**src/design/mac_tx_defines.svh**
```systemverilog
`ifndef MAC_TX_DEFINES_SVH
`define MAC_TX_DEFINES_SVH

//////////////////////////////////////////////////////////////////////
// line format
//////////////////////////////////////////////////////////////////////

`define MAC_PREAMBLE_BYTE    8'h55
`define MAC_SFD_BYTE         8'hD5
`define MAC_PREAMBLE_LEN     7      // preamble bytes before the sfd
`define MAC_MIN_PAYLOAD      60     // shorter payloads get zero pad
`define MAC_FCS_LEN          4
`define MAC_IFG_CYCLES       12     // idle cycles between frames

// length field of the source pointer and line descriptor
`define MAC_LEN_W            11

//////////////////////////////////////////////////////////////////////
// buffering
//////////////////////////////////////////////////////////////////////

`define MAC_FRAME_FIFO_DEPTH 4096
`define MAC_DESC_FIFO_DEPTH  32

// largest frame on the line, a new frame needs this much room
`define MAC_MAX_LINE_BYTES   1530

`endif

```
**src/design/mac_tx_pkg.sv**
```systemverilog
package mac_tx_pkg;

`include "mac_tx_defines.svh"

    // one queued source as seen by the mac
    typedef struct packed {
        logic [15:0] ptr;        // payload length in the low bits
        logic        ptr_empty;
        logic [7:0]  data;
    } mac_src_in_t;

    // read strobes back to one source
    typedef struct packed {
        logic ptr_rd;
        logic data_rd;
    } mac_src_rd_t;

    // one octet of the frame stream
    typedef logic [7:0] mac_frame_byte_t;

    // frame handed to the line side
    typedef struct packed {
        logic                  gbit;       // gmii when set, mii nibbles otherwise
        logic [`MAC_LEN_W-1:0] line_len;   // padded payload + 12
    } mac_line_desc_t;

    // arbiter to framer
    typedef struct packed {
        logic                  start;      // single cycle
        logic                  tte;
        logic [`MAC_LEN_W-1:0] len;
    } mac_frame_req_t;

endpackage

```
**src/design/mac_tx_mii_serializer.sv**
```systemverilog
`timescale 1ns/10ps
`include "mac_tx_defines.svh"

module mac_tx_mii_serializer import mac_tx_pkg::*; (
    input  logic            tx_master_clk,
    input  logic            rstn_mac,
    input  mac_line_desc_t  desc,
    input  logic            desc_empty,
    output logic            desc_rd,
    input  mac_frame_byte_t frame_byte,
    output logic            frame_rd,
    output logic            gtx_dv,
    output logic [7:0]      gtx_d
);

    typedef enum logic [2:0] {
        SER_IDLE,
        SER_FETCH,    // descriptor valid, first byte requested
        SER_GMII,
        SER_MII_LO,
        SER_MII_HI,
        SER_GAP
    } ser_state_t;

    ser_state_t            state;
    logic [`MAC_LEN_W-1:0] cnt;   // bytes left, then gap cycles

    always_ff @(posedge tx_master_clk or negedge rstn_mac) begin
        if (!rstn_mac) begin
            state <= SER_IDLE;
            cnt   <= '0;
        end else begin
            case (state)
                SER_IDLE: begin
                    if (!desc_empty) state <= SER_FETCH;
                end
                SER_FETCH: begin
                    cnt   <= desc.line_len;
                    state <= desc.gbit ? SER_GMII : SER_MII_LO;
                end
                SER_GMII, SER_MII_HI: begin
                    cnt <= cnt - 1'b1;
                    if (cnt == `MAC_LEN_W'(1)) begin
                        state <= SER_GAP;
                        cnt   <= `MAC_LEN_W'(`MAC_IFG_CYCLES);
                    end else if (state == SER_MII_HI) begin
                        state <= SER_MII_LO;
                    end
                end
                SER_MII_LO: state <= SER_MII_HI;
                SER_GAP: begin
                    cnt <= cnt - 1'b1;
                    if (cnt == `MAC_LEN_W'(1)) state <= SER_IDLE;
                end
                default: state <= SER_IDLE;
            endcase
        end
    end

    assign desc_rd = (state == SER_IDLE) && !desc_empty;

    // byte fetched a cycle ahead, held across both nibbles
    assign frame_rd = (state == SER_FETCH) ||
                      ((state == SER_GMII || state == SER_MII_HI) && cnt != `MAC_LEN_W'(1));

    //////////////////////////////////////////////////////////////////////
    // line drivers
    //////////////////////////////////////////////////////////////////////

    always_ff @(posedge tx_master_clk or negedge rstn_mac) begin
        if (!rstn_mac) begin
            gtx_dv <= 1'b0;
            gtx_d  <= '0;
        end else begin
            gtx_dv <= state inside {SER_GMII, SER_MII_LO, SER_MII_HI};
            case (state)
                SER_GMII:   gtx_d <= frame_byte;
                SER_MII_LO: gtx_d <= {4'b0, frame_byte[3:0]};   // low nibble first
                SER_MII_HI: gtx_d <= {4'b0, frame_byte[7:4]};
                default:    gtx_d <= '0;
            endcase
        end
    end

endmodule

```
**config.mk**
```make
export PLATFORM = sky130hd
export DESIGN_NAME = mac_tx_mii_serializer
export DESIGN_NICKNAME = d
export VERILOG_FILES = /design/src/design/mac_tx_pkg.sv /design/src/design/mac_tx_mii_serializer.sv
export VERILOG_INCLUDE_DIRS = /design/src /design/src/design
export SDC_FILE = /design/constraint.sdc
export NUM_CORES = 1
export LEC_CHECK = 0
export BUFFER_PORTS_ARGS = -buffer_cell sky130_fd_sc_hd__buf_4
export CORE_MARGIN = 1
export CORE_UTILIZATION = 40
export DETAILED_ROUTE_END_ITERATION = 10
export GPL_ROUTABILITY_DRIVEN = 0
export PLACE_DENSITY = 0.65
export SLEW_MARGIN = 25
export SYNTH_ARGS = -nofsm -noshare
export SYNTH_HDL_FRONTEND = slang
export SYNTH_SLANG_ARGS = --single-unit
export TNS_END_PERCENT = 100
```
**constraint.sdc**
```tcl
create_clock -name tx_master_clk -period 1.75 [get_ports tx_master_clk]
set_input_delay 0.0875 -clock tx_master_clk [delete_from_list [all_inputs] [get_ports tx_master_clk]]
set_output_delay 0.0875 -clock tx_master_clk [all_outputs]
set_load 0.01 [all_outputs]
```
======== After elaboration in Yosys (flattened, before gate mapping) ========
Index checks and enable logic that the tools add are counted.
word-level totals
  register bits after elaboration ......... 23
  bits in latches ......................... 0
  RAM bits ................................ 0
  memory bits (read-only) ................. 0
  input port bits ......................... 23
  output and inout port bits .............. 11
  word-level logic and storage cells ...... 34
  memories kept ........................... 0
operators by class
  add/subtract/negate cells ............... 1
  multiply operators ...................... 0
  divide/modulo/power cells ............... 0
  order comparisons ....................... 0
  eq/ne operators ......................... 10
  shift operators ......................... 0
  multiplexer cells ....................... 9
  bitwise gates (word level) .............. 0
  reductions and logical operators ........ 10
operator list
  operator                                                               number
  11-bit case mux with 3 select lines                                    1
  8-bit case mux with 3 select lines                                     1
  3-bit case mux with 5 select lines                                     1
  3-bit two-way mux                                                      4
  11-bit by 1-bit == test with 1-bit output (second input constant)      1
  11-bit two-way mux                                                     1
  11-bit by 1-bit != test with 1-bit output (second input constant)      1
  11-bit by 1-bit subtractor with 11-bit output (second input constant)  1
  3-bit by 2-bit == test with 1-bit output (second input constant)       2
  3-bit == test (second input constant)                                  2
  3-bit nonzero test                                                     2
  2-bit != test (second input constant)                                  2
  3-bit by 1-bit == test with 1-bit output (second input constant)       1
  3-bit logical NOT                                                      1
  3-bit != test (second input constant)                                  1
  3-bit AND reduction                                                    1
  1-bit logical AND                                                      2
  1-bit logical OR                                                       2
  2-bit OR reduction                                                     1
  1-bit logical NOT                                                      1
  1-bit two-way mux                                                      1

======== Logic depth before layout (Yosys ltp) ========
Gate-level depths: netlist of the first run.
  depth after elaboration ................. 4
  depth in mapped cells ................... 7
  depth with buffers taken out ............ 6

======== Least setup slack after synthesis of the first run ========
OpenSTA, ideal clock, no wires.
  path kind ............................... register -> register
  start ................................... register cnt[1]
  end ..................................... register cnt[10]
  setup time .............................. 0.137 ns
  arrival ................................. 1.504 ns
  required time ........................... 1.613 ns
  path slack .............................. 0.109 ns
  stages on the path, launching flop included .. 8
  buffers on the path ..................... 1
  clock period less this slack ............ 1.641 ns
  cells stage by stage .................... dfrtp_1 > inv_1 > ha_1 > nor4b_2 > and4b_1 > or2_1 > buf_4 > o221ai_2
between the ends
  cells in the longest elaborated chain, start to end .. 3
  elaborated cells between the ends (all ways) .. 4
  classes of those cells .................. add/sub (1); eq/ne (1); mux (2)
ends and longest elaborated chain
  item                                                                                                               line                                                                                   text
  start: declaration                                                                                                 mac_tx_mii_serializer.sv:26                                                            logic [`MAC_LEN_W-1:0] cnt;
  start signal: assignment                                                                                           mac_tx_mii_serializer.sv:38                                                            cnt <= desc.line_len;
  start signal: assignment                                                                                           mac_tx_mii_serializer.sv:42                                                            cnt <= cnt - 1'b1;
  start signal: assignment                                                                                           mac_tx_mii_serializer.sv:45                                                            cnt <= `MAC_LEN_W'(`MAC_IFG_CYCLES);
  11-bit by 1-bit subtractor with 11-bit output / 11-bit by 1-bit == test with 1-bit output (equally long branches)  mac_tx_mii_serializer.sv:42, mac_tx_mii_serializer.sv:52, mac_tx_mii_serializer.sv:43
  11-bit two-way mux                                                                                                 mac_tx_mii_serializer.sv:43                                                            if (cnt == `MAC_LEN_W'(1)) begin
  11-bit case mux with 3 select lines *                                                                              mac_tx_mii_serializer.sv:33                                                            case (state)
Every way passes the cells marked *; elsewhere a longest branch is shown, timed or not.
A chain may end at the register's enable or synchronous reset.

======== Worst setup path after layout of the first run ========
  start ................................... register state[2]
  end ..................................... output port frame_rd
between the ends
  cells in the longest elaborated chain, start to end .. 4
  elaborated cells between the ends (all ways) .. 6
  classes of those cells .................. eq/ne (3); reduce/logical (3)
ends and longest elaborated chain
  item                                                                              line                         text
  start: declaration                                                                mac_tx_mii_serializer.sv:25  ser_state_t state;
  start signal: assignment                                                          mac_tx_mii_serializer.sv:39  state <= desc.gbit ? SER_GMII : SER_MII_LO;
  3-bit by 2-bit == test with 1-bit output / 3-bit == test (equally long branches)  mac_tx_mii_serializer.sv:64  ((state == SER_GMII || state == SER_MII_HI) && cnt != `MAC_LEN_W'(1));
  1-bit logical OR                                                                  mac_tx_mii_serializer.sv:64
  1-bit logical AND                                                                 mac_tx_mii_serializer.sv:64
  1-bit logical OR *                                                                mac_tx_mii_serializer.sv:63  assign frame_rd = (state == SER_FETCH) ||
  end: declaration                                                                  mac_tx_mii_serializer.sv:11  output logic frame_rd,
Marked as above.

==> qor.txt, run 1 <==
status = complete, but fails checks
failing checks = setup timing
vias = 1,242
YS warnings = 0
P_leak = 0.871 nW
Clock Skews = 0.0114 ns
first-pass GRT wire length = 5980 µm
fin crit share = 100%
final net count = 215
commonest cells in the netlist = 23 x dfrtp_1, 12 x nand2_1, 7 x nor2_1
pin count of the biggest net entering global routing = 24
Starting Density = 43.5%
Fin. Hold Viols = 0
DP HPWL = 2460 µm
top_reg_cell synth = dfrtp_1
Final WS setup = -0.00427 ns
CP Data Arrival Time = 1.67 ns
Crit-path slowest cell = dfrtp_1
startpoint types = flop
number of synthesized flops with an enable pin = 0
fmax = 0.570 GHz
Root Driver = clkbuf_4
largest family of logic cells by synthesized area = simple AND/OR/NAND/NOR gates
sequential element share of the synthesized area = 42.0%
Num CTS Buffers = 3
Critical Path Max Stage Delay = 0.46 ns
synthesized flop and latch total = 23
complex-gate fraction of the synthesized area = 21.0%
total core area = 3150 µm²
antenna violation net count after detailed routing = 0
VDD IR-drop max = 0.912 mV
Clock transition at path regs = 0.14 ns
count leader, synth = dfrtp_1
grt ovf = 0
Syn Nets = 154
CTS sink count = 23
Via density = 5.33
classification of the worst setup path = reg -> out
clk_lat worst skew = 0.32 ns
worst reg2reg setup slack = 0.03 ns
hold slack = 0.0446 ns
Layout area overhead = 44.0%
Synth Area in Adders = 1.83%
die area = 3660 µm²
post-synthesis async set-or-reset flop share = 100%
Routed WL = 3760 µm
max_slew headroom = 77.9%
Syn Area/Cell = 10.6 µm²
total power = 3.55 mW
H-tree depth = 1
Finished Core Util = 62.6%
fin crit period = 1.75 ns
Worst Path Required = 1.66 ns
Post-Synth XOR/XNOR Area = 3.84%
DRT Pass-1 Iters = 4
post-synthesis cell type count = 43
Max Cap Viol = 0
synthesized area = 1370 µm²
hold crit path type = in -> reg
CP dominant cell by count = nand2_1
RSZ-0062 raised after global routing = true
crit end category = output port
Total GRT Usage = 22.1%
layout cells sized above 1 = 43.9%
Initial DRC Count = 84
max-slew violation count = 0
number of global-route vias before repair = 1,301
DRC errors left = 0
final setup vio count = 1
Bufs on Longest Clock Path = 2
Worst-Margin Slew = 0.332 ns
largest area contributor in the synthesized netlist = dfrtp_1
mux cell area share after synthesis = 4.57%
drt wl/cell = 16.1 µm
PwrDens = 1800 nW/µm²
Die Wd = 60.5 µm
Yosys top cell area share = 42.0%
IO Pins = 34
Site Rows = 20
crit-path cells = buf_4 > nor2_1 > nand2_1 > nand2_1 > buf_6
diode count = 0
Die H = 60.5 µm
Synth Area in Simple Gates = 21.0%
CP max FO = 11
top post-synthesis cells by area = dfrtp_1 42%, o221ai_2 5.5%, nand2_1 3.3%
clock tree from TritonCTS = built
initial antenna violation count = 0
IO buf count = 33
Mapped Cells = 129
## registers in the layout, summed over array words and instances (netlist names)
signal  count
cnt        11
gtx_d       8
gtx_dv      1
state       3
## metal layers
layer  up-vias  track usage [%]  share of wire [%]
li1        599                -                  -
met1       603             27.8                 42
met2        34             39.6                 52
met3         6             2.99                3.8
met4         0             6.17                1.7
met5         -                0                  0
## stage by stage
step	instances	setup TNS, ns	setup WS, ns	area (µm²)
global route	233	-0.106	-0.0790	1970
CTS	233	0	0.000529	1960
floorplan	129	0	0.109	1370
detailed placement	211	0	0.0534	1710
global placement	211	0	0.125	1710
finish	233	-0.00427	-0.00427	1970
## power by group
| part | total, mW | internal (mW) | switching [mW] | leakage [nW] |
|---|---|---|---|---|
| Combinational | 2.24 | 1.14 | 1.11 | 0.567 |
| Clock | 0.253 | 0.0854 | 0.168 | 0.0177 |
| Sequential | 1.05 | 0.774 | 0.275 | 0.286 |
| Total | 3.55 | 2.00 | 1.55 | 0.871 |
## worst max-delay path, delay by kind of cell (launching register included)
family                 cells  cell delay, ns
buffers and inverters      2            0.31
flip-flops                 1            0.46
AND/OR/NAND/NOR            3            0.58
## area by class of cell
type | count | area (µm²)
fill | 275 | 1180
multi-input combinational | 93 | 777
timing repair buffer | 65 | 518
sequential | 23 | 581
clock buffer | 3 | 22.5
clock inverter | 1 | 5.00
tap | 44 | 55.1
inverter | 4 | 15.0
## cells by family (layout without fill, tap and decap cells)
family / after synthesis / count (layout)
xor gates and xnor gates: 6 / 6
muxes: 6 / 6
DFF: 23 / 23
AOI/OAI and AO/OA: 33 / 33
buffers and inverters: 13 / 73
and+or+nand+nor: 46 / 46
adders and majority gates: 2 / 2
## final timing paths
path                            startpoint       end  cells after the start
worst max-delay path              state[2]  frame_rd                      5
worst min-delay path               desc[4]    cnt[4]                      3
worst max register to register      cnt[0]  state[1]                     10
worst min register to register      cnt[7]    cnt[7]                      2
max in group asynchronous         rstn_mac    cnt[3]                      2
min in group asynchronous         rstn_mac    cnt[5]                      2
## layout by cell type (no fill, tap or decap), drive strengths merged, types with 2 or more instances in the layout
cell type,synthesis,final
a21o,3,3
a2bb2oi,3,3
a31oi,2,2
a32o,4,4
a32oi,2,2
and2,4,4
buf,5,56
clkbuf,4,3
dfrtp,23,23
dlygate4sd3,0,9
ha,2,2
inv,4,4
mux2,2,2
mux2i,4,4
nand2,12,12
nand3,2,2
nor2,7,7
nor2b,2,2
nor3,5,5
nor3b,3,3
nor4,2,2
o211ai,2,2
o21a,2,2
o21ai,4,4
o221ai,5,5
o22ai,2,2
o31ai,2,2
or2,2,2
or4,2,2
xnor2,4,4
xor2,2,2
## timing repair
| item | CTS | global route |
|---|---|---|
| hold buffers | 9 | 0 |
| hold endpoints to repair | 31 | 0 |
| pin swaps | 5 | 1 |
| buffers inserted | 9 | 0 |
| gates resized for setup | 12 | 6 |
| gates cloned | 0 | 0 |
| setup endpoints to repair | 2 | 3 |
Note: power is estimated with default switching activity, not from simulation.
==> run 2: changes to the inputs <==
- ABC_AREA: default -> 1
- PLACE_DENSITY: 0.65 -> default
==> qor.txt, run 2 <==
VDD IR-drop max = 1.21 mV (+32%)
failing checks = hold timing
DRC errors left = 0 (unchanged)
H-tree depth = 1 (unchanged)
pin count of the biggest net entering global routing = 24 (unchanged)
top_reg_cell synth = dfrtp_1
Syn Nets = 215 (+40%)
mux cell area share after synthesis = 0% (-4.6 points)
diode count = 0 (unchanged)
Via density = 4.78 (-10%)
Largest register FFs = 11 (unchanged)
worst reg2reg setup slack = 0.21 ns (+0.18 ns)
Bufs on Longest Clock Path = 2 (unchanged)
count leader, synth = nand2_1
total core area = 3360 µm² (+6.7%)
vias = 1,354 (+9.0%)
Die Wd = 61.3 µm (+1.3%)
CP max FO = 5 (-6)
fmax = 0.594 GHz (+4.2%)
Post-Synth XOR/XNOR Area = 2.49% (-1.3 points)
status = complete, but fails checks
fin crit period = 1.68 ns (-0.0706 ns)
startpoint types = flop
IO buf count = 33 (unchanged)
max-slew violation count = 0 (unchanged)
post-synthesis async set-or-reset flop share = 100% (unchanged)
classification of the worst setup path = reg -> out
DRT Pass-1 Iters = 4 (unchanged)
final setup vio count = 0 (-1)
drt wl/cell = 11.5 µm (-29%)
complex-gate fraction of the synthesized area = 8.53% (-12 points)
hold crit path type = in -> reg
CTS sink count = 23 (unchanged)
antenna violation net count after detailed routing = 0 (unchanged)
commonest non-fill, non-tap cell in the layout = nand2_1
Final Instance Area = 1840 µm² (-6.8%)
clock tree from TritonCTS = built
Total GRT Usage = 19.0% (-3.1 points)
largest registers = cnt x11, gtx_d x8, state x3
worst-case reg-to-reg path depth = 9 (-1)
top post-synthesis cells by area = dfrtp_1 41%, nand2_1 15%, nor2_1 7.2%
Critical Path Max Stage Delay = 0.46 ns (about the same)
Yosys top cell area share = 40.9% (-1.1 points)
register with the most flip-flops = cnt
largest area contributor in the synthesized netlist = dfrtp_1
die area = 3760 µm² (+2.6%)
reg2reg end = cnt[10]
DP HPWL = 2350 µm (-4.5%)
Root Driver = clkbuf_4
post-synthesis cell type count = 25 (-42%)
Site Rows = 21 (+5.0%)
Synth Area in Simple Gates = 38.8% (+18 points)
initial antenna violation count = 0 (unchanged)
post-route setup TNS = 0 ns (+0.00427 ns)
crit-path cells = nor2_1 > nand2_1 > nor2_1 > nand2_2 > nand2_4 > nand2_1 > buf_4
Initial DRC Count = 43 (-49%)
Fin. Hold Viols = 1 (+1)
YS warnings = 0 (unchanged)
sequential element share of the synthesized area = 40.9% (-1.1 points)
largest family of logic cells by synthesized area = simple AND/OR/NAND/NOR gates
Mapped Cells = 190 (+47%)
max_slew headroom = 80.3% (+2.4 points)
Syn Area/Cell = 7.41 µm² (-30%)
synthesized flop and latch total = 23 (unchanged)
layout cells sized above 1 = 25.3% (-19 points)
Num CTS Buffers = 3 (unchanged)
Die H = 61.3 µm (+1.3%)
Crit-path slowest cell = dfrtp_1
first-pass GRT wire length = 5150 µm (-14%)
clk_lat worst skew = 0.32 ns (about the same)
crit end category = output port
PwrDens = 1820 nW/µm² (+1.2%)
Clock transition at path regs = 0.13 ns (about the same)
hold slack = -0.00553 ns (-0.0501 ns)
most frequent cells in the layout = 56 x nand2_1, 36 x buf_4, 26 x nor2_1
CP Data Arrival Time = 1.60 ns (-0.07 ns)
Starting Density = 41.9% (-1.6 points)
Clock Skews = 0.00450 ns (-0.00685 ns)
Routed WL = 3250 µm (-13%)
Synth Area in Adders = 1.78% (-0.049 points)
Layout area overhead = 30.7%
number of global-route vias before repair = 1,204 (-7.5%)
Worst Path Required = 1.66 ns (about the same)
P_leak = 0.960 nW (+10%)
synthesized area = 1410 µm² (+2.7%)
Worst-Margin Slew = 0.295 ns (-0.0369 ns)
Placed Area = 1700 µm² (-0.95%)
CP startpoint = cnt[2]
final net count = 263 (+22%)
IO Pins = 34 (unchanged)
r2r startpoint = cnt[0]
fin crit share = 96.2% (-4.0 points)
grt ovf = 0 (unchanged)
number of synthesized flops with an enable pin = 0 (unchanged)
critical path endpoint = frame_rd
Max Cap Viol = 0 (unchanged)
commonest cells in the netlist = 58 x nand2_1, 27 x nor2_1, 23 x dfrtp_1
==> run 2: cell count changes in the layout (fill, tap and decap cells not counted), moves of 5 or more <==
cell | previous run | this run
nand3_1 | 2 | 12
o21ai_0 | 0 | 6
a21oi_1 | 1 | 12
inv_1 | 3 | 21
o221ai_2 | 5 | 0
buf_4 | 54 | 36
nand2_1 | 11 | 56
nor2_1 | 7 | 26
==> run 2: cells by family after synthesis <==
group / count (synthesis)
XOR/XNOR: 4
AND/OR/NAND/NOR: 114
adder cells (fa/ha/maj): 2
AO/OA/AOI/OAI: 22
flip-flops: 23
buffers and inverters: 25
==> run 2: cell type report <==
| class | instances | area, µm² |
|---|---|---|
| repair buffers | 44 | 350 |
| well taps | 46 | 57.6 |
| flip-flops and latches | 23 | 576 |
| clock buffers | 4 | 26.3 |
| inverters | 24 | 90.1 |
| multi-input cells | 142 | 739 |
| fillers | 334 | 1520 |
==> run 2: what timing repair did <==
action                     4_1_cts  5_1_grt
hold endpoints to repair        30        0
setup buffers                    0        3
setup endpoints to repair        0        1
hold buffers                     8        0
resized for setup                0        4
==> run 2: metal layers <==
metal / vias to the layer above / GRT usage, % / wire, µm
li1: 691 / - / -
met1: 625 / 23.3 / 1460
met2: 33 / 33.7 / 1630
met3: 5 / 2.73 / 127
met4: 0 / 6.82 / 43
met5: - / 0 / 0
==> run 2: how the worst min path moves through the flow <==
stage	endpoint	cells after the start	slack, ns	from
2_1_floorplan	cnt[0]	0	-0.21	rstn_mac
3_3_place_gp	gtx_d[3]	1	0.006	rstn_mac
3_5_place_dp	gtx_d[3]	1	0.0008	rstn_mac
4_1_cts	gtx_d[4]	3	0.008	frame_byte[4]
5_1_grt	gtx_d[4]	3	0.001	frame_byte[4]
6_report	gtx_d[4]	3	-0.006	frame_byte[4]
==> run 2: metrics by stage <==
step	total power, mW	cells	utilization [%]	setup slack (ns)
after floorplan	2.52	190	-	0.447
after global placement	2.99	268	50.5	0.211
after detailed placement	3.03	268	50.5	0.244
after CTS	3.30	280	53.6	0.00639
after global routing	3.68	283	54.7	-0.0310
final	3.34	283	54.7	0.0664
==> run 2: power by group <==
group	internal, mW	total, mW	switching [mW]	leakage (nW)
clock network	0.0894	0.259	0.169	0.0150
logic	0.804	2.11	1.30	0.661
registers	0.778	0.978	0.200	0.284
==> run 2: worst max-delay path, delay by kind of cell (launching register included) <==
kind	cells	cell delay (ns)
AND/OR/NAND/NOR	6	0.68
flip-flops	1	0.46
buffers and inverters	1	0.15
