`config.mk`:
```
export PLATFORM = sky130hd
export DESIGN_NAME = mac_tx_sync_fifo
export DESIGN_NICKNAME = d
export VERILOG_FILES = /design/src/design/mac_tx_sync_fifo.sv
export SDC_FILE = /design/constraint.sdc
export NUM_CORES = 1
export LEC_CHECK = 0
export BUFFER_PORTS_ARGS = -buffer_cell sky130_fd_sc_hd__buf_2
export CORE_AREA = 2 2 106 108
export CTS_BUF_LIST = sky130_fd_sc_hd__clkbuf_4 sky130_fd_sc_hd__clkbuf_8 sky130_fd_sc_hd__clkbuf_16
export DETAILED_ROUTE_END_ITERATION = 16
export DIE_AREA = 0 0 108 110
export GPL_ROUTABILITY_DRIVEN = 0
export GPL_TIMING_DRIVEN = 0
export MAX_ROUTING_LAYER = met4
export PLACE_DENSITY = 0.71
export SLEW_MARGIN = 20
export SYNTH_ARGS = -nofsm -noshare
export SYNTH_HDL_FRONTEND = slang
export SYNTH_SLANG_ARGS = --single-unit
```
`constraint.sdc`:
```
create_clock -name tx_master_clk -period 3.25 [get_ports tx_master_clk]
set_input_delay 0.1625 -clock tx_master_clk [delete_from_list [all_inputs] [get_ports tx_master_clk]]
set_output_delay 0.1625 -clock tx_master_clk [all_outputs]
set_load 0.005 [all_outputs]
```
`src/design/mac_tx_sync_fifo.sv`:
```
`timescale 1ns/10ps

module mac_tx_sync_fifo #(
    parameter type payload_t = logic [7:0],
    parameter int  depth     = 16
) (
    input  logic                     tx_master_clk,
    input  logic                     rstn_mac,
    input  logic                     wr,
    input  payload_t                 din,
    input  logic                     rd,
    output payload_t                 dout,
    output logic [$clog2(depth):0]   count,
    output logic                     full,
    output logic                     empty
);

    localparam int aw = $clog2(depth);

    payload_t        mem [depth];
    logic [aw-1:0]   wr_ptr;
    logic [aw-1:0]   rd_ptr;
    logic            do_wr;
    logic            do_rd;

    assign do_wr = wr && !full;
    assign do_rd = rd && !empty;
    assign full  = count == depth;
    assign empty = count == '0;

    always_ff @(posedge tx_master_clk or negedge rstn_mac) begin
        if (!rstn_mac) begin
            wr_ptr <= '0;
            rd_ptr <= '0;
            count  <= '0;
        end else begin
            if (do_wr) wr_ptr <= wr_ptr + 1'b1;
            if (do_rd) rd_ptr <= rd_ptr + 1'b1;
            if (do_wr && !do_rd) begin
                count <= count + 1'b1;
            end else if (do_rd && !do_wr) begin
                count <= count - 1'b1;
            end
        end
    end

    always_ff @(posedge tx_master_clk) begin
        if (do_wr) mem[wr_ptr] <= din;
        if (do_rd) dout <= mem[rd_ptr];   // one cycle read latency
    end

    no_overflow: assert property (@(posedge tx_master_clk) disable iff (!rstn_mac)
        !(wr && full));
    no_underflow: assert property (@(posedge tx_master_clk) disable iff (!rstn_mac)
        !(rd && empty));

endmodule

```
# == Yosys cells after proc, flatten, opt, wreduce, memory -nomap -nowiden ==
# Memories as Yosys holds them, arrays and structs flattened. A register that Yosys moved wholly into a read port is not among the register bits.
# Index checks and enable logic that the tools add are counted.
# totals
rom_bits,0
input_bits,12
regBits,13
out_inout_bits,15
latchBits,0
ramBits,128
memories,1
wordCells,23
# classes
magnitude_cmp,0
n_reduce_logical,10
multipliers,0
n_addsub,4
div,0
shifts,0
n_mux,4
bitwise,0
n_eq_ne,1
# mem_list
memory,depth,word_bits,read_ports,rd_ports_with_merged_regs,wr,line_no,text
mem,16,8,1,1,1,20,payload_t mem [depth];
# op_table
op,n
5-bit two-way mux,2
4-bit by 1-bit adder with 4-bit output (second input constant),2
5-bit by 1-bit adder with 5-bit output (second input constant),1
5-bit equality test (second input constant),1
5-bit logical NOT,1
5-bit by 1-bit subtractor with 5-bit output (second input constant),1
1-bit logical AND,4
1-bit logical NOT,4
1-bit two-way mux,2
2-bit nonzero test,1

# == Longest topological paths before layout ==
# Gate-level depths: netlist of the first run.
# logic_depth
depth_word,7
mapped_depth,9
depth_no_buf,9

# == Least setup slack after synthesis of the first run ==
# Ideal clock, no wire load.
# synth_timing
kind,flip-flop to flip-flop
start,reg count[0]
end,reg count[4]
n_path_buf,0
period_less_slack_ps,2648
path_slack_ps,602
arrival_time_ps,2568
required_time_ps,3170
setup_ps,80
stages_incl_launch_ff,10
path_cell_list,dfrtp_1 or4_4 o21ai_4 ha_1 inv_1 fa_1 a21o_1 a21oi_1 mux2i_1 xnor2_1
# synth_via
elab_chain_len,6
word_cells_on_any_way,15
cone_classes,2 x add/sub; 1 x eq/ne; 2 x mux; 10 x reduce/logical
# synth_lines
item,line_no,text
start: declaration,13,"output logic [$clog2(depth):0] count,"
start signal: assignment,40,count <= count + 1'b1;
start signal: assignment,42,count <= count - 1'b1;
"parallel branches: the longest is 6 deep, another holds 5-bit by 1-bit subtractor with 5-bit output",--,
# Parallel ways; which one is timed is not known. The select of a mux whose other input is x is not followed.
# A chain may end at the register's enable or synchronous reset.

# == Worst setup path after layout of the first run ==
# Same ends and word-level chain as after synthesis.

==> results of run 1 <==
## layout by cell type (no fill, tap or decap), drive strengths merged
cell type | synthesis | final
edfxtp | 136 | 136
buf | 13 | 39
mux2i | 33 | 33
nand2 | 20 | 20
clkbuf | 3 | 20
mux4 | 16 | 16
a221oi | 16 | 16
nor2 | 15 | 15
dfrtp | 13 | 13
o21ai | 12 | 12
xnor2 | 9 | 9
ha | 9 | 9
a22oi | 8 | 8
inv | 5 | 8
bufinv | 0 | 6
clkinv | 0 | 5
nor3 | 4 | 4
and2 | 2 | 2
nand2b | 2 | 2
a21oi | 2 | 2
dlygate4sd3 | 0 | 2
a21o | 2 | 2
nor2b | 1 | 1
clkdlybuf4s25 | 1 | 1
nor4 | 1 | 1
a21boi | 1 | 1
or4 | 1 | 1
xor2 | 1 | 1
mux2 | 1 | 1
nand4 | 1 | 1
nand3 | 1 | 1
fa | 1 | 1
clkinvlp | 0 | 1
## cell usage after synthesis, drive strengths merged
cell | number | area (um2)
a21boi | 1 | 11.3
a21o | 2 | 16.3
a21oi | 2 | 10.0
a221oi | 16 | 146
a22oi | 8 | 60.1
and2 | 2 | 12.5
buf | 13 | 98.8
clkbuf | 3 | 11.3
clkdlybuf4s25 | 1 | 10.0
dfrtp | 13 | 325
edfxtp | 136 | 4080
fa | 1 | 20.0
ha | 9 | 113
inv | 5 | 21.3
mux2 | 1 | 11.3
mux2i | 33 | 330
mux4 | 16 | 360
nand2 | 20 | 77.6
nand2b | 2 | 12.5
nand3 | 1 | 10.0
nand4 | 1 | 6.26
nor2 | 15 | 56.3
nor2b | 1 | 6.26
nor3 | 4 | 20.0
nor4 | 1 | 6.26
o21ai | 12 | 71.3
or4 | 1 | 11.3
xnor2 | 9 | 78.8
xor2 | 1 | 8.76
## logic make-up after synthesis
kind of cell / synth area share (%)
and+or+nand+nor: 3.65
muxes: 11.7
AOI/OAI and AO/OA: 5.25
xor gates and xnor gates: 1.46
adders and majority gates: 2.21
buffers and inverters: 2.35
DFF: 73.4
## report_power, final
group	leakage (nW)	internal (mW)	total [mW]	switching, mW
registers	1.39	2.43	2.56	0.129
logic	0.783	0.821	1.97	1.15
clock network	0.322	1.41	2.19	0.775
total	2.49	4.67	6.72	2.06
## stage by stage
stage	worst slack [ns]	cells	utilization (%)	power (mW)
final	0.346	530	65.6	6.72
after global placement	0.396	496	59.0	4.47
after CTS	0.318	530	65.6	6.75
after detailed placement	0.357	496	59.2	4.56
after floorplan	0.602	330	-	3.94
after global routing	0.151	530	65.6	7.01
## routing by layer
layer  wire length [um]  share of wire (%)  vias to the layer above  global-route usage [%]
li1                   -                  -                     1402                       -
met1               4920                 41                     1634                    28.2
met5                  0                  0                        -                       -
met2               6130                 51                      132                    37.2
met3                767                6.4                       15                    6.41
met4                180                1.5                        0                    6.04
## state kept, by name (all words and copies together), names as in the netlist
name	count
wr_ptr	4
mem	128
rd_ptr	4
dout	8
count	5
## layout make-up
class | instances | area share (%)
clock inverter | 15 | 3.58
multi-input combinational | 159 | 21.0
buffer | 17 | 1.71
tap | 140 | 2.50
sequential | 149 | 62.8
timing repair buffer | 28 | 2.14
inverter | 5 | 0.303
clock buffer | 17 | 5.90
## final timing paths
path,start,endpoint,cells past startpoint
worst min register to register,count[2],count[2],2
min in group asynchronous,rstn_mac,count[1],2
worst max register to register,count[0],count[4],9
worst min-delay path,din[2],mem[11][2],1
worst max-delay path,count[0],count[4],9
max in group asynchronous,rstn_mac,rd_ptr[1],2
## worst reg2reg max path, stage by stage, from the launching register on
cell	delay (ns)
dfrtp_1	0.46
or4_4	0.59
o21ai_4	0.24
ha_1	0.22
inv_1	0.12
fa_1	0.42
a21o_1	0.20
a21oi_1	0.21
mux2i_1	0.24
xnor2_1	0.13
## what timing repair did
action                    4_1_cts  5_1_grt
hold buffers                    2        0
hold endpoints to repair       15        0
buffers inserted                0        0
==> metrics.md, run 1 <==
| Metric | Value |
|---|---|
| Clk buf depth | `2` |
| Core Box Area | `10,700 um2` |
| Final setup TNS | `0 ns` |
| First-pass GRT wire length | `18,200 um` |
| Worst skew pair latency | `0.52 ns` |
| CP bufs+invs | `1` |
| TritonRoute pass-1 iters | `5` |
| Post-Place Cell Area | `6330 um2` |
| Critical path capture point type | `register` |
| CP max stage delay | `0.59 ns` |
| Fmax | `344 MHz` |
| Initial antenna violation count | `0` |
| YS warnings | `0` |
| CTS-repair resized insts | `0` |
| CTS Buf Count | `17` |
| Yosys cell types | `37` |
| Number of port buffers | `26` |
| Filler Cell Count | `729` |
| Pin count of the biggest net entering global routing | `17` |
| H-tree levels | `4` |
| Cells after synthesis | `330` |
| Leak | `2.49 nW` |
| Run status | `complete, no violations` |
| CTS tree | `done` |
| Routed Antenna Nets | `0` |
| Worst hold path class | `input pin to register` |
| Hold WS | `0.0589 ns` |
| CP Launch Type | `register` |
| Fin nets | `399` |
| Drt via density | `6.01` |
| Grt total ovfl | `0` |
| # diodes | `0` |
| Clock Skew | `0.0104 ns` |
| Syn Area/Cell | `18.2 um2` |
| Multi-input combinational cell area | `1480 um2` |
| Worst path slowest cell | `or4_4` |
| Die area | `11,900 um2` |
| R2r setup slk | `0.35 ns` |
| Final setup fails | `0` |
| Power Density | `958 nW/um2` |
| DRT iter0 DRCs | `266` |
| Max VDD drop | `0.000474 V` |
| HPWL Detailed | `7720 um` |
| Total Wirelength | `12,000 um` |
| Area growth syn-to-layout | `16.8%` |
| Drt drc | `0` |
| Final Cell Area | `7020 um2` |
| Slew headroom | `46.3%` |
| CP required | `3.70 ns` |
| Synth Net Count | `352` |
| Cell Area, Synth | `6010 um2` |
| CP Class | `register to register` |
| # rows | `38` |
| Synth Register Bits | `149` |
| Least-Margin Pin Slew | `0.802 ns` |
| Final slew viol count | `0` |
| Critical path fanouts, max | `6` |
| Root Buffer | `clkbuf_8` |
| Reg area | `4410 um2` |
| Vias in the first global route | `3,195` |
| GRT Overall Usage | `22.7%` |
| IO Count | `27` |
| Seq/Total Area, Yosys | `73.4%` |
| Tcrit/Tclk final | `89.3%` |
| Final hold viol count | `0` |
| Worst EP arrival | `3.35 ns` |
| Clock transition at path regs | `0.06 ns` |
| Clk sink count | `149` |
| Routed wire length per instance | `22.6 um` |
| Crit-path cells | `or4_4 -> o21ai_4 -> ha_1 -> inv_1 -> fa_1 -> a21o_1 -> a21oi_1 -> mux2i_1 -> xnor2_1` |
| CP top delay family | `compound AO/OA/AOI/OAI gates` |
| Minimum clock period after layout | `2.90 ns` |
| Max Cap Viol | `0` |
| Initial Util | `56.2%` |
| Die W | `108 um` |
| Die Span Y | `110 um` |
| Layout cells sized above 1 | `25.1%` |
| RSZ-0062 raised after global routing | `false` |
| Vias post-DR | `3,183` |
(Power assumes the default switching activity.)
==> inputs of run 2 (changes only) <==
Settings changed: GPL_TIMING_DRIVEN 0 to not set, REMOVE_ABC_BUFFERS set to 1.
==> run 2 against run 1 <==
Against the previous run:
- routed wire length down 11%
- setup slack better by 0.082 ns
- via count down 5.8%
- largest cell class unchanged
- sequential cell count unchanged
==> metrics.md, run 2 (synthesis results as in run 1) <==
| Metric | Value |
|---|---|
| Run status | `complete, no violations` |
| DRT iter0 DRCs | `184` |
| Tcrit/Tclk final | `86.8%` |
| R2r worst-path depth | `9` |
| Total Wirelength | `10,600 um` |
| Slew headroom | `37.3%` |
| Routed Antenna Nets | `0` |
| Final hold viol count | `0` |
| GRT Overall Usage | `19.9%` |
| Routed wire length per instance | `20.2 um` |
| # rows | `38` |
| Hold endpoint | `mem[10][5]` |
| Critical path capture point type | `register` |
| CTS tree | `done` |
| Filler Cell Count | `744` |
| H-tree levels | `4` |
| Max reg flops | `128` |
| First-pass GRT wire length | `16,400 um` |
| TritonRoute pass-1 iters | `4` |
| RSZ-0062 raised after global routing | `false` |
| Max Cap Viol | `0` |
| Grt total ovfl | `0` |
| Biggest registers after layout | `mem x128, dout x8, count x5` |
| # diodes | `0` |
| Final setup TNS | `0 ns` |
| Power Density | `909 nW/um2` |
| Fmax | `354 MHz` |
| Reg with most FFs | `mem` |
| Vias post-DR | `2,999` |
| HPWL Detailed | `7010 um` |
| Commonest non-fill, non-tap cells in the layout | `edfxtp_1 (136), mux2i_1 (33), buf_2 (26)` |
| Clock Skew | `0.00575 ns` |
| Drt via density | `5.71` |
| Worst hold path class | `input pin to register` |
| Int Pwr | `4.38 mW` |
| Final slew viol count | `0` |
| Die Span Y | `110 um` |
| IO Count | `27` |
| Number of port buffers | `26` |
| CTS Buf Count | `17` |
| Commonest non-fill, non-tap cell in the layout | `edfxtp_1` |
| CP Class | `register to register` |
| Area growth syn-to-layout | `14.9%` |
| Reg power frac | `43.1%` |
| Drt drc | `0` |
| Critical path fanouts, max | `6` |
| Hold WS | `0.0326 ns` |
| Initial Util | `56.2%` |
| Pre-CTS setup slack | `0.452 ns` |
| Clock power share | `30.3%` |
| Sw Pwr | `1.89 mW` |
| Core Box Area | `10,700 um2` |
| Pin count of the biggest net entering global routing | `34` |
| Fin nets | `394` |
| Root Buffer | `clkbuf_8` |
| Die W | `108 um` |
| Combinational share of power | `26.6%` |
| Layout cells sized above 1 | `24.4%` |
| Worst skew pair latency | `0.51 ns` |
| R2r setup slk | `0.43 ns` |
| Final setup fails | `0` |
| Vias in the first global route | `2,851` |
| Worst setup margin | `0.428 ns` |
| Leak | `2.45 nW` |
| Net Sw Frac | `30.1%` |
| Max VDD drop | `0.000461 V` |
| Worst hold stages | `1` |
| Initial antenna violation count | `0` |
| Clk sink count | `149` |
| CP required | `3.69 ns` |
| Least-Margin Pin Slew | `0.936 ns` |
| Post CTS Setup Buffer Count | `0` |
| Hold_sp | `din[5]` |
| Minimum clock period after layout | `2.82 ns` |
| Clk buf depth | `2` |
| R2R Path End | `count[4]` |
| Worst EP arrival | `3.26 ns` |
| R2R Path Start | `count[0]` |
| Clock transition at path regs | `0.06 ns` |
| Die area | `11,900 um2` |
| CP Launch Type | `register` |
==> run 2: worst max-delay path by stage <==
stage,start,end,cells after the start
3_3_place_gp,count[0],count[4],9
3_5_place_dp,count[0],count[4],9
2_1_floorplan,rd_ptr[0],dout[0],3
4_1_cts,count[0],count[4],9
5_1_grt,count[0],count[4],9
6_report,count[0],count[4],9
==> run 2: power groups by stage <==
stage                     registers [mW]  logic [mW]  clock network [mW]
after floorplan                     2.77        1.07                   0
after global placement              2.73        1.63                   0
after detailed placement            2.75        1.68                   0
after CTS                           2.71        1.68                1.93
after global routing                2.74        1.82                2.02
final                               2.70        1.67                1.90
==> run 2: critical path, cell delays in order (launching register included) <==
cell     delay [ns]
dfrtp_1        0.45
or4_4          0.59
o21ai_4        0.21
ha_1           0.20
inv_1          0.10
fa_1           0.42
a21o_1         0.19
a21oi_1        0.20
mux2i_1        0.24
xnor2_1        0.13
==> run 2: final cells by class <==
class                      instances  area (um2)  share of cell area, %
sequential                       149        4410                   63.9
multi-input combinational        159        1460                   21.1
clock buffer                      19         429                   6.22
timing repair buffer              40         253                   3.66
tap                              140         175                   2.54
clock inverter                    13         155                   2.25
inverter                           5        21.3                  0.308
==> run 2: repair_timing <==
action | CTS | global route
hold buffers | 2 | 0
hold endpoints to repair | 15 | 0
resized for setup | 0 | 0
==> run 2: per-layer routing <==
metal  up-vias  global-route usage, %  routed length (um)
met5         -                      -                   0
met4         0                   5.49                  86
met3        11                   5.70                 490
met2        74                   29.0                5200
met1      1520                   28.2                4850
li1       1394                      -                   -
==> run 2: stage by stage <==
step	total power [mW]	utilization, %	area [um2]	std cells
2_1_floorplan	3.84	-	5890	313
3_3_place_gp	4.36	58.9	6300	491
3_5_place_dp	4.42	58.9	6300	491
4_1_cts	6.32	64.5	6900	525
5_1_grt	6.58	64.5	6900	525
6_report	6.27	64.5	6900	525
==> inputs of run 3 (changes only) <==
Settings changed: ABC_AREA set to 1, CORE_AREA 2 2 106 108 to 2 2 164 166, DIE_AREA 0 0 108 110 to 0 0 166 168, PLACE_DENSITY 0.71 to 0.36, REMOVE_ABC_BUFFERS 1 to not set.
==> run 3 against run 2 <==
Against the previous run:
- final cell count grew 93%
- combinational power increased by 25%
- worst hold slack better by 0.097 ns
- largest power group unchanged
==> metrics.md, run 3 <==
| Metric | Value |
|---|---|
| Run status | `complete, no violations` |
| Hold WS | `0.130 ns` |
| Synth Register Bits | `149` |
| Die W | `166 um` |
| Fraction of registers with async set/reset | `8.72%` |
| Max Cap Viol | `0` |
| Worst hold path class | `input pin to register` |
| Commonest non-fill, non-tap cells in the layout | `nand2_1 (241), edfxtp_1 (136), inv_1 (67)` |
| Top cells by area, synth | `edfxtp_1 (63%), nand2_1 (14%), dfrtp_1 (5.0%)` |
| Synth Net Count | `650` |
| Vias in the first global route | `4,135` |
| Drt via density | `4.08` |
| Initial Util | `24.5%` |
| Clock transition at path regs | `0.06 ns` |
| Area growth syn-to-layout | `17.1%` |
| Final Cell Area | `7570 um2` |
| Clock Skew | `0.00856 ns` |
| Final setup TNS | `0 ns` |
| Tcrit/Tclk final | `72.3%` |
| Cells after synthesis | `628` |
| Commonest non-fill, non-tap cell in the layout | `nand2_1` |
| # rows | `60` |
| Slew headroom | `41.4%` |
| Post-Place Cell Area | `6950 um2` |
| H-tree levels | `4` |
| Least-Margin Pin Slew | `0.879 ns` |
| Final slew viol count | `0` |
| Syn Area/Cell | `10.3 um2` |
| Die Span Y | `168 um` |
| Clk buf depth | `2` |
| Routed wire length per instance | `15.9 um` |
| Clk sink count | `149` |
| Yosys cell types | `19` |
| Most frequent cell after synthesis | `nand2_1` |
| Most used DFF post-synth | `edfxtp_1` |
| IO Count | `27` |
| PnR Total Power | `6.70 mW` |
| Final hold viol count | `0` |
| Post CTS Setup Buffer Count | `0` |
| Core Box Area | `26,400 um2` |
| Grt total ovfl | `0` |
| Critical path capture point type | `register` |
| Critical path fanouts, max | `8` |
| HPWL Detailed | `10,600 um` |
| RSZ-0062 raised after global routing | `false` |
| Reg with most FFs | `mem` |
| Seq/Total Area, Yosys | `68.2%` |
| Biggest registers after layout | `mem x128, dout x8, count x5` |
| CTS tree | `done` |
| Worst setup margin | `0.900 ns` |
| YS warnings | `0` |
| Worst EP arrival | `2.40 ns` |
| Minimum clock period after layout | `2.35 ns` |
| R2r worst-path depth | `6` |
| Die area | `27,900 um2` |
| Layout cells sized above 1 | `10.3%` |
| Final setup fails | `0` |
| Synth top cells by count | `nand2_1 (241), edfxtp_1 (136), inv_1 (67)` |
| # diodes | `0` |
| Fmax | `426 MHz` |
| Initial antenna violation count | `0` |
| Number of synthesized flops with an enable pin | `136` |
| Leak | `3.14 nW` |
| Max reg flops | `128` |
| Fin nets | `680` |
| Vias post-DR | `4,130` |
| Cell Area, Synth | `6460 um2` |
| Pre-CTS setup slack | `0.886 ns` |
| Worst skew pair latency | `0.42 ns` |
| CP required | `3.30 ns` |
| Total Wirelength | `16,100 um` |
| Root Buffer | `clkbuf_16` |
| Drt drc | `0` |
| Worst hold stages | `4` |
| CTS Buf Count | `17` |
| Routed Antenna Nets | `0` |
| Pin count of the biggest net entering global routing | `82` |
| CP Launch Type | `register` |
| CP Class | `register to register` |
| First-pass GRT wire length | `25,200 um` |
| Number of port buffers | `26` |
| GRT Overall Usage | `12.5%` |
| Power Density | `886 nW/um2` |
| Synth area leader | `edfxtp_1` |
| DRT iter0 DRCs | `231` |
| TritonRoute pass-1 iters | `4` |
| Synth top area share | `63.2%` |
| Max VDD drop | `0.000318 V` |
==> run 3: kinds of logic (layout without fill, tap and decap cells) <==
logic type | Yosys count | after routing | synth area share, %
AOI/OAI and AO/OA | 5 | 5 | 0.387
xor gates and xnor gates | 7 | 7 | 0.949
adders and majority gates | 10 | 10 | 2.05
buffers and inverters | 91 | 134 | 5.79
DFF | 149 | 149 | 68.2
and+or+nand+nor | 366 | 366 | 22.6
==> run 3: layout make-up <==
| type | instances | area, um2 |
|---|---|---|
| sequential | 149 | 4410 |
| fill | 2721 | 18800 |
| tap | 341 | 427 |
| multi-input combinational | 388 | 1680 |
| timing repair buffer | 32 | 178 |
| clock buffer | 17 | 425 |
| inverter | 70 | 263 |
| clock inverter | 15 | 186 |
==> run 3: path summary, 6_finish.rpt <==
kind,startpoint,to,slack [ns]
worst max-delay path,count[0],mem[7][1],0.90
worst min-delay path,wr,wr_ptr[1],0.13
worst max register to register,count[0],mem[7][1],0.90
worst min register to register,count[2],count[2],0.55
max in group asynchronous,rstn_mac,rd_ptr[0],2.83
min in group asynchronous,rstn_mac,count[0],0.16
==> run 3: where the power goes <==
group	switching, mW	internal [mW]
Sequential	0.159	2.42
Combinational	1.48	0.612
Clock	0.760	1.28
Total	2.40	4.31
==> run 3: timing repair <==
| item | 4_1_cts | 5_1_grt |
|---|---|---|
| hold buffers | 1 | 0 |
| resized for setup | 0 | 0 |
| hold endpoints to repair | 13 | 0 |
==> run 3: metal layers <==
metal	GRT usage [%]	up-vias	routed length (um)
met5	-	-	0
met4	3.06	0	136
met3	3.10	9	460
met2	18.9	62	7330
met1	16.9	1978	8150
li1	-	2081	-
==> run 3: critical path, cell delays in order, from the launching register on <==
cell and delay (ns):
dfrtp_1 0.46, nor2_1 0.10, nand4_1 0.09, nand2_1 0.15
inv_1 0.23, nand2_1 0.24, nor2_1 0.69
==> run 3: per-stage QoR <==
step | utilization (%) | instances
after CTS | 28.7 | 1012
after detailed placement | 26.4 | 979
after global placement | 26.4 | 979
after global routing | 28.7 | 1012
final | 28.7 | 1012
after floorplan | - | 628
